===== src/design/img_consts.svh =====
// Image preprocessing constants for stream widths, header fields and luma weights
`ifndef IMG_CONSTS_SVH
`define IMG_CONSTS_SVH

// Width of one stream word on the input and output ports
`define IMG_WORD_W 32

// Width of one byte lane and of one color or luma sample
`define IMG_BYTE_W 8

// Number of byte lanes in one stream word
`define IMG_LANES 4

// Width of each header field and of the pixel coordinates
`define IMG_HDR_W 16

// Luma weights in 1/256 units, the three add up to 256
`define IMG_LUMA_R 77
`define IMG_LUMA_G 150
`define IMG_LUMA_B 29
`define IMG_LUMA_SHIFT 8

`endif


===== src/design/stream_pkg.sv =====
// Stream package holding the input word views and the framed word passed to the unpacker
`default_nettype none
`include "img_consts.svh"

package stream_pkg;

    // Image header carried in the first payload word
    // Width sits in the low half and height in the high half
    typedef struct packed {
        logic [`IMG_HDR_W-1:0] height;
        logic [`IMG_HDR_W-1:0] width;
    } img_header_t;

    // One input word, read as a header or as four byte lanes
    // Lane 0 is the least significant byte and is filled first
    typedef union packed {
        img_header_t                               hdr;
        logic [`IMG_LANES-1:0][`IMG_BYTE_W-1:0]    bytes;
    } stream_word_u;

    // Payload word with its strobes and frame position flags
    typedef struct packed {
        stream_word_u          data;
        logic [`IMG_LANES-1:0] strb;
        logic                  first;
        logic                  last;
    } framed_word_t;

endpackage

`default_nettype wire


===== src/design/pixel_pkg.sv =====
// Pixel package holding the decoded RGB pixel and the grayscale sample types
`default_nettype none
`include "img_consts.svh"

package pixel_pkg;

    // Decoded color pixel with its raster position
    // The coordinates match the pixel side of the decoder core
    typedef struct packed {
        logic [`IMG_HDR_W-1:0]  x;
        logic [`IMG_HDR_W-1:0]  y;
        logic [`IMG_BYTE_W-1:0] r;
        logic [`IMG_BYTE_W-1:0] g;
        logic [`IMG_BYTE_W-1:0] b;
    } rgb_pixel_t;

    // Grayscale sample on its way to the word packer
    // The last bit marks the final pixel of the frame and closes the output word
    typedef struct packed {
        logic [`IMG_BYTE_W-1:0] luma;
        logic                   last;
    } gray_pixel_t;

endpackage

`default_nettype wire


===== src/design/stream_framer.sv =====
// Stream framer that counts down the framed byte stream and tags each payload word
`timescale 1ns/10ps
`default_nettype none
`include "img_consts.svh"

module stream_framer (
    input  logic                     clock,
    input  logic                     reset,
    input  stream_pkg::stream_word_u in_data_i,
    input  logic                     in_valid_i,
    output logic                     upstream_stall_o,
    output stream_pkg::framed_word_t word_o,
    output logic                     word_valid_o,
    input  logic                     word_accept_i
);

    // Bytes of the current frame still to arrive, zero means idle
    logic [`IMG_WORD_W-1:0] byte_count;
    // Set between the count load and the header word transfer
    logic                   first_pending;
    logic                   idle;
    logic                   last_word;
    logic                   transfer;
    logic [`IMG_LANES-1:0]  strb;

    assign idle      = (byte_count == '0);
    // Four bytes or fewer left means this word closes the frame
    assign last_word = (byte_count <= `IMG_LANES);
    assign transfer  = word_valid_o && word_accept_i;

    // Strobes follow the remaining count, lanes fill from the LSB
    always_comb begin
        case (byte_count)
            1:       strb = 4'b0001;
            2:       strb = 4'b0011;
            3:       strb = 4'b0111;
            default: strb = 4'b1111;
        endcase
    end

    always_ff @(posedge clock) begin
        if (reset) begin
            byte_count    <= '0;
            first_pending <= 1'b0;
        end else if (idle) begin
            // Any word seen while idle is the byte count of the next frame
            // A zero count simply leaves the framer idle
            if (in_valid_i) begin
                byte_count    <= in_data_i;
                first_pending <= (in_data_i != '0);
            end
        end else if (transfer) begin
            byte_count    <= last_word ? '0 : byte_count - `IMG_LANES;
            first_pending <= 1'b0;
        end
    end

    // The word itself passes straight through to the unpacker
    assign word_o.data  = in_data_i;
    assign word_o.strb  = strb;
    assign word_o.first = first_pending;
    assign word_o.last  = last_word;

    // Nothing is offered downstream while the count is still awaited
    assign word_valid_o = in_valid_i && !idle;

    // The count can always be latched, payload waits for the unpacker
    assign upstream_stall_o = !idle && !word_accept_i;

endmodule

`default_nettype wire


===== src/design/pixel_unpacker.sv =====
// Pixel unpacker that decodes the raw RGB header and serializes payload bytes into pixels
`timescale 1ns/10ps
`default_nettype none
`include "img_consts.svh"

module pixel_unpacker (
    input  logic                     clock,
    input  logic                     reset,
    input  stream_pkg::framed_word_t word_i,
    input  logic                     word_valid_i,
    output logic                     word_accept_o,
    output pixel_pkg::rgb_pixel_t    pix_o,
    output logic                     pix_last_o,
    output logic                     pix_valid_o,
    input  logic                     pix_accept_i
);

    import pixel_pkg::*;

    // Which color byte is expected next
    typedef enum logic [1:0] {
        PH_R,
        PH_G,
        PH_B
    } phase_t;

    logic [`IMG_HDR_W-1:0]         width_q;
    logic [`IMG_HDR_W-1:0]         x_q;
    logic [`IMG_HDR_W-1:0]         y_q;
    logic [$clog2(`IMG_LANES)-1:0] lane_q;
    phase_t                        phase_q;
    logic [`IMG_BYTE_W-1:0]        r_q;
    logic [`IMG_BYTE_W-1:0]        g_q;
    logic [`IMG_BYTE_W-1:0]        cur_byte;
    logic [`IMG_LANES-1:0]         strb_rest;
    logic                          last_lane;
    logic                          hold;
    logic                          take_hdr;
    logic                          take_byte;
    rgb_pixel_t                    pix_q;
    logic                          pix_last_q;
    logic                          pix_valid_q;

    // Byte under the lane pointer, read through the byte view of the word
    assign cur_byte  = word_i.data.bytes[lane_q];

    // Strobes are contiguous from the LSB, so the current lane is the last
    // one of the word when the next strobe bit is clear or there is no next lane
    assign strb_rest = word_i.strb >> (lane_q + 1);
    assign last_lane = !strb_rest[0];

    // A full pixel register that is not being taken pauses the byte walk
    assign hold      = pix_valid_q && !pix_accept_i;
    assign take_hdr  = word_valid_i && word_i.first;
    assign take_byte = word_valid_i && !word_i.first && !hold;

    // The header goes in one cycle, a payload word when its last byte is taken
    assign word_accept_o = take_hdr || (take_byte && last_lane);

    always_ff @(posedge clock) begin
        if (reset) begin
            width_q     <= '0;
            x_q         <= '0;
            y_q         <= '0;
            lane_q      <= '0;
            phase_q     <= PH_R;
            pix_valid_q <= 1'b0;
        end else begin
            if (pix_valid_q && pix_accept_i) begin
                pix_valid_q <= 1'b0;
            end
            if (take_hdr) begin
                // Header view gives the line width for the coordinate wrap
                width_q <= word_i.data.hdr.width;
                x_q     <= '0;
                y_q     <= '0;
                lane_q  <= '0;
                phase_q <= PH_R;
            end else if (take_byte) begin
                lane_q <= last_lane ? '0 : lane_q + 1'b1;
                case (phase_q)
                    PH_R: begin
                        phase_q <= PH_G;
                    end
                    PH_G: begin
                        phase_q <= PH_B;
                    end
                    default: begin
                        // Blue completes the pixel, which is registered here
                        phase_q     <= PH_R;
                        pix_valid_q <= 1'b1;
                        if (x_q == width_q - 1'b1) begin
                            x_q <= '0;
                            y_q <= y_q + 1'b1;
                        end else begin
                            x_q <= x_q + 1'b1;
                        end
                    end
                endcase
            end
        end
    end

    // Color bytes and the finished pixel carry no reset
    always_ff @(posedge clock) begin
        if (take_byte) begin
            if (phase_q == PH_R) begin
                r_q <= cur_byte;
            end
            if (phase_q == PH_G) begin
                g_q <= cur_byte;
            end
            if (phase_q == PH_B) begin
                pix_q      <= '{x: x_q, y: y_q, r: r_q, g: g_q, b: cur_byte};
                // Only the final byte of the closing word ends the frame
                pix_last_q <= word_i.last && last_lane;
            end
        end
    end

    assign pix_o       = pix_q;
    assign pix_last_o  = pix_last_q;
    assign pix_valid_o = pix_valid_q;

endmodule

`default_nettype wire


===== src/design/gray_converter.sv =====
// Grayscale converter that registers the weighted luma of each RGB pixel
`timescale 1ns/10ps
`default_nettype none
`include "img_consts.svh"

module gray_converter (
    input  logic                   clock,
    input  logic                   reset,
    input  pixel_pkg::rgb_pixel_t  pix_i,
    input  logic                   pix_last_i,
    input  logic                   pix_valid_i,
    output logic                   pix_accept_o,
    output pixel_pkg::gray_pixel_t gray_o,
    output logic                   gray_valid_o,
    input  logic                   gray_accept_i
);

    import pixel_pkg::*;

    // The weights add up to 256, so the full sum fits in 16 bits
    logic [15:0]  luma_sum;
    gray_pixel_t  gray_q;
    logic         gray_valid_q;

    assign luma_sum = 16'(`IMG_LUMA_R * pix_i.r + `IMG_LUMA_G * pix_i.g + `IMG_LUMA_B * pix_i.b);

    // Room exists when the register is empty or its item leaves this cycle
    assign pix_accept_o = !gray_valid_q || gray_accept_i;

    always_ff @(posedge clock) begin
        if (reset) begin
            gray_valid_q <= 1'b0;
        end else if (pix_accept_o) begin
            gray_valid_q <= pix_valid_i;
        end
    end

    // The sample itself is loaded without reset
    always_ff @(posedge clock) begin
        if (pix_valid_i && pix_accept_o) begin
            gray_q <= '{luma: luma_sum[`IMG_LUMA_SHIFT +: `IMG_BYTE_W], last: pix_last_i};
        end
    end

    assign gray_o       = gray_q;
    assign gray_valid_o = gray_valid_q;

endmodule

`default_nettype wire


===== src/design/word_packer.sv =====
// Word packer that gathers four gray bytes per output word and holds it under stall
`timescale 1ns/10ps
`default_nettype none
`include "img_consts.svh"

module word_packer (
    input  logic                   clock,
    input  logic                   reset,
    input  pixel_pkg::gray_pixel_t gray_i,
    input  logic                   gray_valid_i,
    output logic                   gray_accept_o,
    output logic [`IMG_WORD_W-1:0] out_data_o,
    output logic                   out_valid_o,
    input  logic                   downstream_stall_i
);

    // Bytes gathered so far for the word under construction
    logic [`IMG_LANES-1:0][`IMG_BYTE_W-1:0] buf_q;
    logic [`IMG_LANES-1:0][`IMG_BYTE_W-1:0] word_next;
    // Number of lanes already filled, also the lane for the next byte
    logic [$clog2(`IMG_LANES)-1:0]          fill_q;
    logic [`IMG_WORD_W-1:0]                 out_data_q;
    logic                                   out_valid_q;
    logic                                   take;
    logic                                   emit;

    // A word waiting under stall blocks every new sample
    assign gray_accept_o = !(out_valid_q && downstream_stall_i);
    assign take          = gray_valid_i && gray_accept_o;
    // The fourth byte or a frame end closes the word
    assign emit          = take && ((fill_q == `IMG_LANES - 1) || gray_i.last);

    // Filled lanes, the incoming byte in the next lane, zeros above it
    always_comb begin
        word_next = '0;
        for (int i = 0; i < `IMG_LANES; i++) begin
            if (i < fill_q) begin
                word_next[i] = buf_q[i];
            end
        end
        word_next[fill_q] = gray_i.luma;
    end

    always_ff @(posedge clock) begin
        if (reset) begin
            fill_q      <= '0;
            out_valid_q <= 1'b0;
        end else begin
            if (out_valid_q && !downstream_stall_i) begin
                out_valid_q <= 1'b0;
            end
            if (emit) begin
                fill_q      <= '0;
                out_valid_q <= 1'b1;
            end else if (take) begin
                fill_q <= fill_q + 1'b1;
            end
        end
    end

    // Payload registers load on a transfer only and carry no reset
    always_ff @(posedge clock) begin
        if (take) begin
            buf_q[fill_q] <= gray_i.luma;
        end
        if (emit) begin
            out_data_q <= word_next;
        end
    end

    assign out_data_o  = out_data_q;
    assign out_valid_o = out_valid_q;

endmodule

`default_nettype wire


===== src/design/img_preproc_top.sv =====
// Image preprocessing top that turns a framed raw RGB stream into packed grayscale words
`timescale 1ns/10ps
`default_nettype none
`include "img_consts.svh"

module img_preproc_top (
    input  logic                     clock,
    input  logic                     reset,
    input  stream_pkg::stream_word_u in_data_i,
    input  logic                     in_valid_i,
    output logic                     upstream_stall_o,
    output logic [`IMG_WORD_W-1:0]   out_data_o,
    output logic                     out_valid_o,
    input  logic                     downstream_stall_i
);

    import stream_pkg::*;
    import pixel_pkg::*;

    // Framer to unpacker
    framed_word_t word;
    logic         word_valid;
    logic         word_accept;

    // Unpacker to converter
    rgb_pixel_t   pix;
    logic         pix_last;
    logic         pix_valid;
    logic         pix_accept;

    // Converter to packer
    gray_pixel_t  gray;
    logic         gray_valid;
    logic         gray_accept;

    // Byte count tracking, strobes and the upstream stall
    stream_framer u_framer (
        .clock            (clock),
        .reset            (reset),
        .in_data_i        (in_data_i),
        .in_valid_i       (in_valid_i),
        .upstream_stall_o (upstream_stall_o),
        .word_o           (word),
        .word_valid_o     (word_valid),
        .word_accept_i    (word_accept)
    );

    // Raw RGB decoder in the slot of the original image decoder core
    pixel_unpacker u_unpacker (
        .clock         (clock),
        .reset         (reset),
        .word_i        (word),
        .word_valid_i  (word_valid),
        .word_accept_o (word_accept),
        .pix_o         (pix),
        .pix_last_o    (pix_last),
        .pix_valid_o   (pix_valid),
        .pix_accept_i  (pix_accept)
    );

    gray_converter u_gray (
        .clock         (clock),
        .reset         (reset),
        .pix_i         (pix),
        .pix_last_i    (pix_last),
        .pix_valid_i   (pix_valid),
        .pix_accept_o  (pix_accept),
        .gray_o        (gray),
        .gray_valid_o  (gray_valid),
        .gray_accept_i (gray_accept)
    );

    // Output words hold while the downstream side stalls
    word_packer u_packer (
        .clock              (clock),
        .reset              (reset),
        .gray_i             (gray),
        .gray_valid_i       (gray_valid),
        .gray_accept_o      (gray_accept),
        .out_data_o         (out_data_o),
        .out_valid_o        (out_valid_o),
        .downstream_stall_i (downstream_stall_i)
    );

endmodule

`default_nettype wire


===== config.mk =====
export PLATFORM = sky130hd
export DESIGN_NAME = img_preproc_top
export DESIGN_NICKNAME = d
export VERILOG_FILES = /design/src/design/stream_pkg.sv /design/src/design/pixel_pkg.sv /design/src/design/stream_framer.sv /design/src/design/pixel_unpacker.sv /design/src/design/gray_converter.sv /design/src/design/word_packer.sv /design/src/design/img_preproc_top.sv
export VERILOG_INCLUDE_DIRS = /design/src /design/src/design
export SDC_FILE = /design/constraint.sdc
export NUM_CORES = 1
export LEC_CHECK = 0
export ABC_AREA = 1
export BUFFER_PORTS_ARGS = -buffer_cell sky130_fd_sc_hd__buf_4
export CAP_MARGIN = 20
export CORE_MARGIN = 5
export CORE_UTILIZATION = 62
export CTS_BUF_LIST = sky130_fd_sc_hd__clkbuf_16
export DETAILED_ROUTE_END_ITERATION = 10
export PLACE_DENSITY_LB_ADDON = 0.05
export SLEW_MARGIN = 10
export SYNTH_ARGS = -nofsm -noshare
export SYNTH_HDL_FRONTEND = slang
export SYNTH_SLANG_ARGS = --single-unit

===== constraint.sdc =====
create_clock -name clock -period 8.05 [get_ports clock]
set_clock_uncertainty 0.1 [all_clocks]
set_input_delay 0.805 -clock clock [delete_from_list [all_inputs] [get_ports clock]]
set_output_delay 0.805 -clock clock [all_outputs]
set_load 0.01 [all_outputs]

==> results.py <==
metrics = {
    "floorplan": {
        "die-area_um2": 19300,
        "die_y_um": 139,
        "fp.coreArea_um2": 16500,
        "io_pins": 70,
        "initial_core_util_pct": 62.5,
        "die_w_um": 139,
        "row_count": 47,
    },
    "detailed_routing": {
        "first_pass_iters": 5,
        "ant_nets": 0,
        "vias": 7832,
        "drc": 0,
        "drt_iter0_drc": 507,
        "routed_via_density": 5.57,
        "wl_per_cell_um": 16.7,
        "drt_wl_total_mm": 23.4,
    },
    "logic_synthesis": {
        "synth_area_leader_cell": "edfxtp_1",
        "synthesis.area_um2": 10300,
        "postSynthCellCount": 1109,
        "synth_top_family_by_area": "adder cells",
        "synth_mux_area_share_pct": 0,
        "synth_nets": 1292,
        "synth-compound-area-share_pct": 9.28,
        "synthDistinctLibCells": 43,
        "ys.flop_type": "edfxtp_1",
        "synth_xor_area_share_pct": 3.32,
        "synth-simple-area-share_pct": 17.9,
        "synth_seq_cells": 148,
        "yosys-top-cells-area": "edfxtp_1 31%, ha_1 11%, fa_1 11%, dfxtp_1 8.2%, nand2_1 6.7%",
        "async_flop_share_pct": 0,
        "synth-edff-count": 106,
        "synth_top_area_share_pct": 30.9,
        "ys_seq_area_share_pct": 39.1,
        "synthAdderAreaFrac_pct": 21.9,
        "synth_area_per_cell_um2": 9.28,
        "yosys_warnings": 0,
    },
    "cts": {
        "cts_tree": "built",
        "clock_latency_ns": 0.43,
        "postCtsHoldBufs": 0,
        "clkSinkCount": 148,
        "postCtsSetupRepairBufs": 0,
        "htreeDepth": 4,
        "cts-buffers-inserted": 17,
        "cts_resized": 0,
        "clk_pin_slew_ns": 0.07,
        "cts-root-buf": "clkbuf_16",
        "clockBufferDepth": 2,
    },
    "setup_path": {
        "cp.required_ns": 8.12,
        "cp-start-kind": "register",
        "worstReg2RegEnd": "u_gray.gray_o[7]",
        "reg2reg_slack_ns": 1.55,
        "worst-path-max-fanout": 5,
        "r2r_cells": 23,
        "r2r-start": "u_unpacker.pix_o[12]",
        "crit_arrival_ns": 6.57,
        "endpoint_kind": "register",
        "worst-setup-path-type": "register to register",
    },
    "hold_path": {
        "min_path_cells": 0,
        "min-delay-start": "u_unpacker.r_q[5]",
        "whs_endpoint": "u_unpacker.pix_o[21]",
        "min_path_type": "register to register",
    },
    "status": {
        "status": "completed",
    },
    "cells_and_area": {
        "antenna_cells": 0,
        "fillCellCount": 1313,
        "final_cells": 1407,
        "fin_area_um2": 11600,
        "final_common_cell": "nand2_1",
        "final_cell_mix": "183 x nand2_1, 182 x inv_1, 106 x edfxtp_1",
        "syn2layout_area_growth_pct": 12.4,
        "drive_gt1_share_pct": 14.5,
        "final_nets": 1357,
    },
    "timing": {
        "max_slew.worst_pin.slew_ns": 0.820,
        "finalSetupViolCount": 0,
        "rsz0062_at_grt": "no",
        "fin_hold_ws_ns": 0.321,
        "hold_viol": 0,
        "maxSlewHeadroom_pct": 45.1,
        "setup_tns_ns": 0,
        "slew_violations": 0,
        "min_period_ns": 6.50,
        "min_period_over_period_pct": 80.8,
        "fmax_ghz": 0.154,
    },
    "global_routing": {
        "antenna_found_initial": 0,
        "track_usage_pct": 24.6,
        "grt_overflow_total": 0,
        "grt_max_degree": 37,
        "grt_pass1_wl_mm": 38.2,
        "grt_pass1_vias": 7586,
    },
    "place": {
        "dp_hpwl_mm": 17.9,
        "port_buffers": 69,
        "dp.cells": 1374,
        "placedInstanceArea_um2": 11000,
        "gp_congestion": 1.00,
    },
    "job": {
        "max_cap_viol_count": 0,
    },
}
==> flip-flops by register name, indices dropped and copies added, names as in the netlist <==
signal	cells
u_unpacker.pix_valid_o	1
u_unpacker.r_q	8
u_unpacker.pix_o	24
u_packer.out_data_o	32
u_packer.fill_q	2
u_unpacker.g_q	8
u_packer.out_valid_o	1
u_unpacker.pix_last_o	1
u_gray.gray_o	9
u_framer.byte_count	32
u_framer.first_pending	1
u_packer.buf_q	24
u_gray.gray_valid_o	1
u_unpacker.phase_q	2
u_unpacker.lane_q	2
==> routing by layer <==
layer	wire, um	global-route usage (%)
met1	10400	34.3
met2	10700	39.0
met3	1630	4.76
met4	698	8.50
met5	0	0
==> synthesized netlist by cell type (9+ instances only) <==
cell / instances
a21oi_2: 18
a21oi_1: 50
o21ai_0: 72
nor2_1: 86
edfxtp_1: 106
clkbuf_1: 12
nand3_2: 21
dfxtp_1: 42
xor2_1: 33
fa_1: 55
nand2_1: 183
nor3_1: 9
inv_1: 182
ha_1: 92
nor2_2: 12
nand3_1: 49
==> critical path, stage by stage, from the launching register on <==
cell	delay (ns)
edfxtp_1	0.46
ha_1	0.34
ha_1	0.28
inv_1	0.05
fa_1	0.52
inv_1	0.05
fa_1	0.45
ha_1	0.37
a21oi_1	0.18
nand2_1	0.07
a21oi_1	0.18
xnor2_1	0.15
ha_1	0.27
fa_1	0.51
inv_1	0.05
fa_1	0.46
fa_1	0.54
inv_1	0.04
ha_1	0.34
a21oi_1	0.20
o21ai_0	0.12
a221oi_1	0.25
nand2_1	0.10
xor2_1	0.15
==> stage by stage <==
step / setup WS [ns] / util, %
floorplan: 1.91 / -
global placement: 1.69 / 66.3
detailed placement: 1.53 / 66.5
CTS: 1.54 / 70.2
global route: 1.04 / 70.3
finish: 1.55 / 70.3
==> worst max path at each step <==
stage | from | endpoint | slack, ns | depth (start not counted)
final | u_unpacker.pix_o[12] | u_gray.gray_o[7] | 1.55 | 23
after CTS | u_unpacker.pix_o[12] | u_gray.gray_o[7] | 1.54 | 23
after global routing | u_unpacker.pix_o[12] | u_gray.gray_o[7] | 1.04 | 23
after floorplan | u_unpacker.pix_o[12] | u_gray.gray_o[7] | 1.91 | 23
after detailed placement | u_unpacker.pix_o[12] | u_gray.gray_o[7] | 1.53 | 23
after global placement | u_unpacker.pix_o[12] | u_gray.gray_o[7] | 1.69 | 23
==> cells by family after synthesis <==
group	Yosys count
flops	148
fa+ha+maj	147
simple gates	394
xor+xnor	39
compound gates	168
buf+inv	213
==> final cells by class <==
class | instances | area [um^2] | area share, %
clock inverters | 15 | 188 | 1.62
flip-flops and latches | 148 | 4020 | 34.8
multi-input cells | 748 | 5400 | 46.6
well taps | 220 | 275 | 2.38
clock buffers | 17 | 425 | 3.68
repair buffers | 72 | 561 | 4.84
inverters | 187 | 702 | 6.07
Power is left out: the tool's default activity adds up to more than one toggle a clock period on the data nets, which glitch-free logic cannot reach.
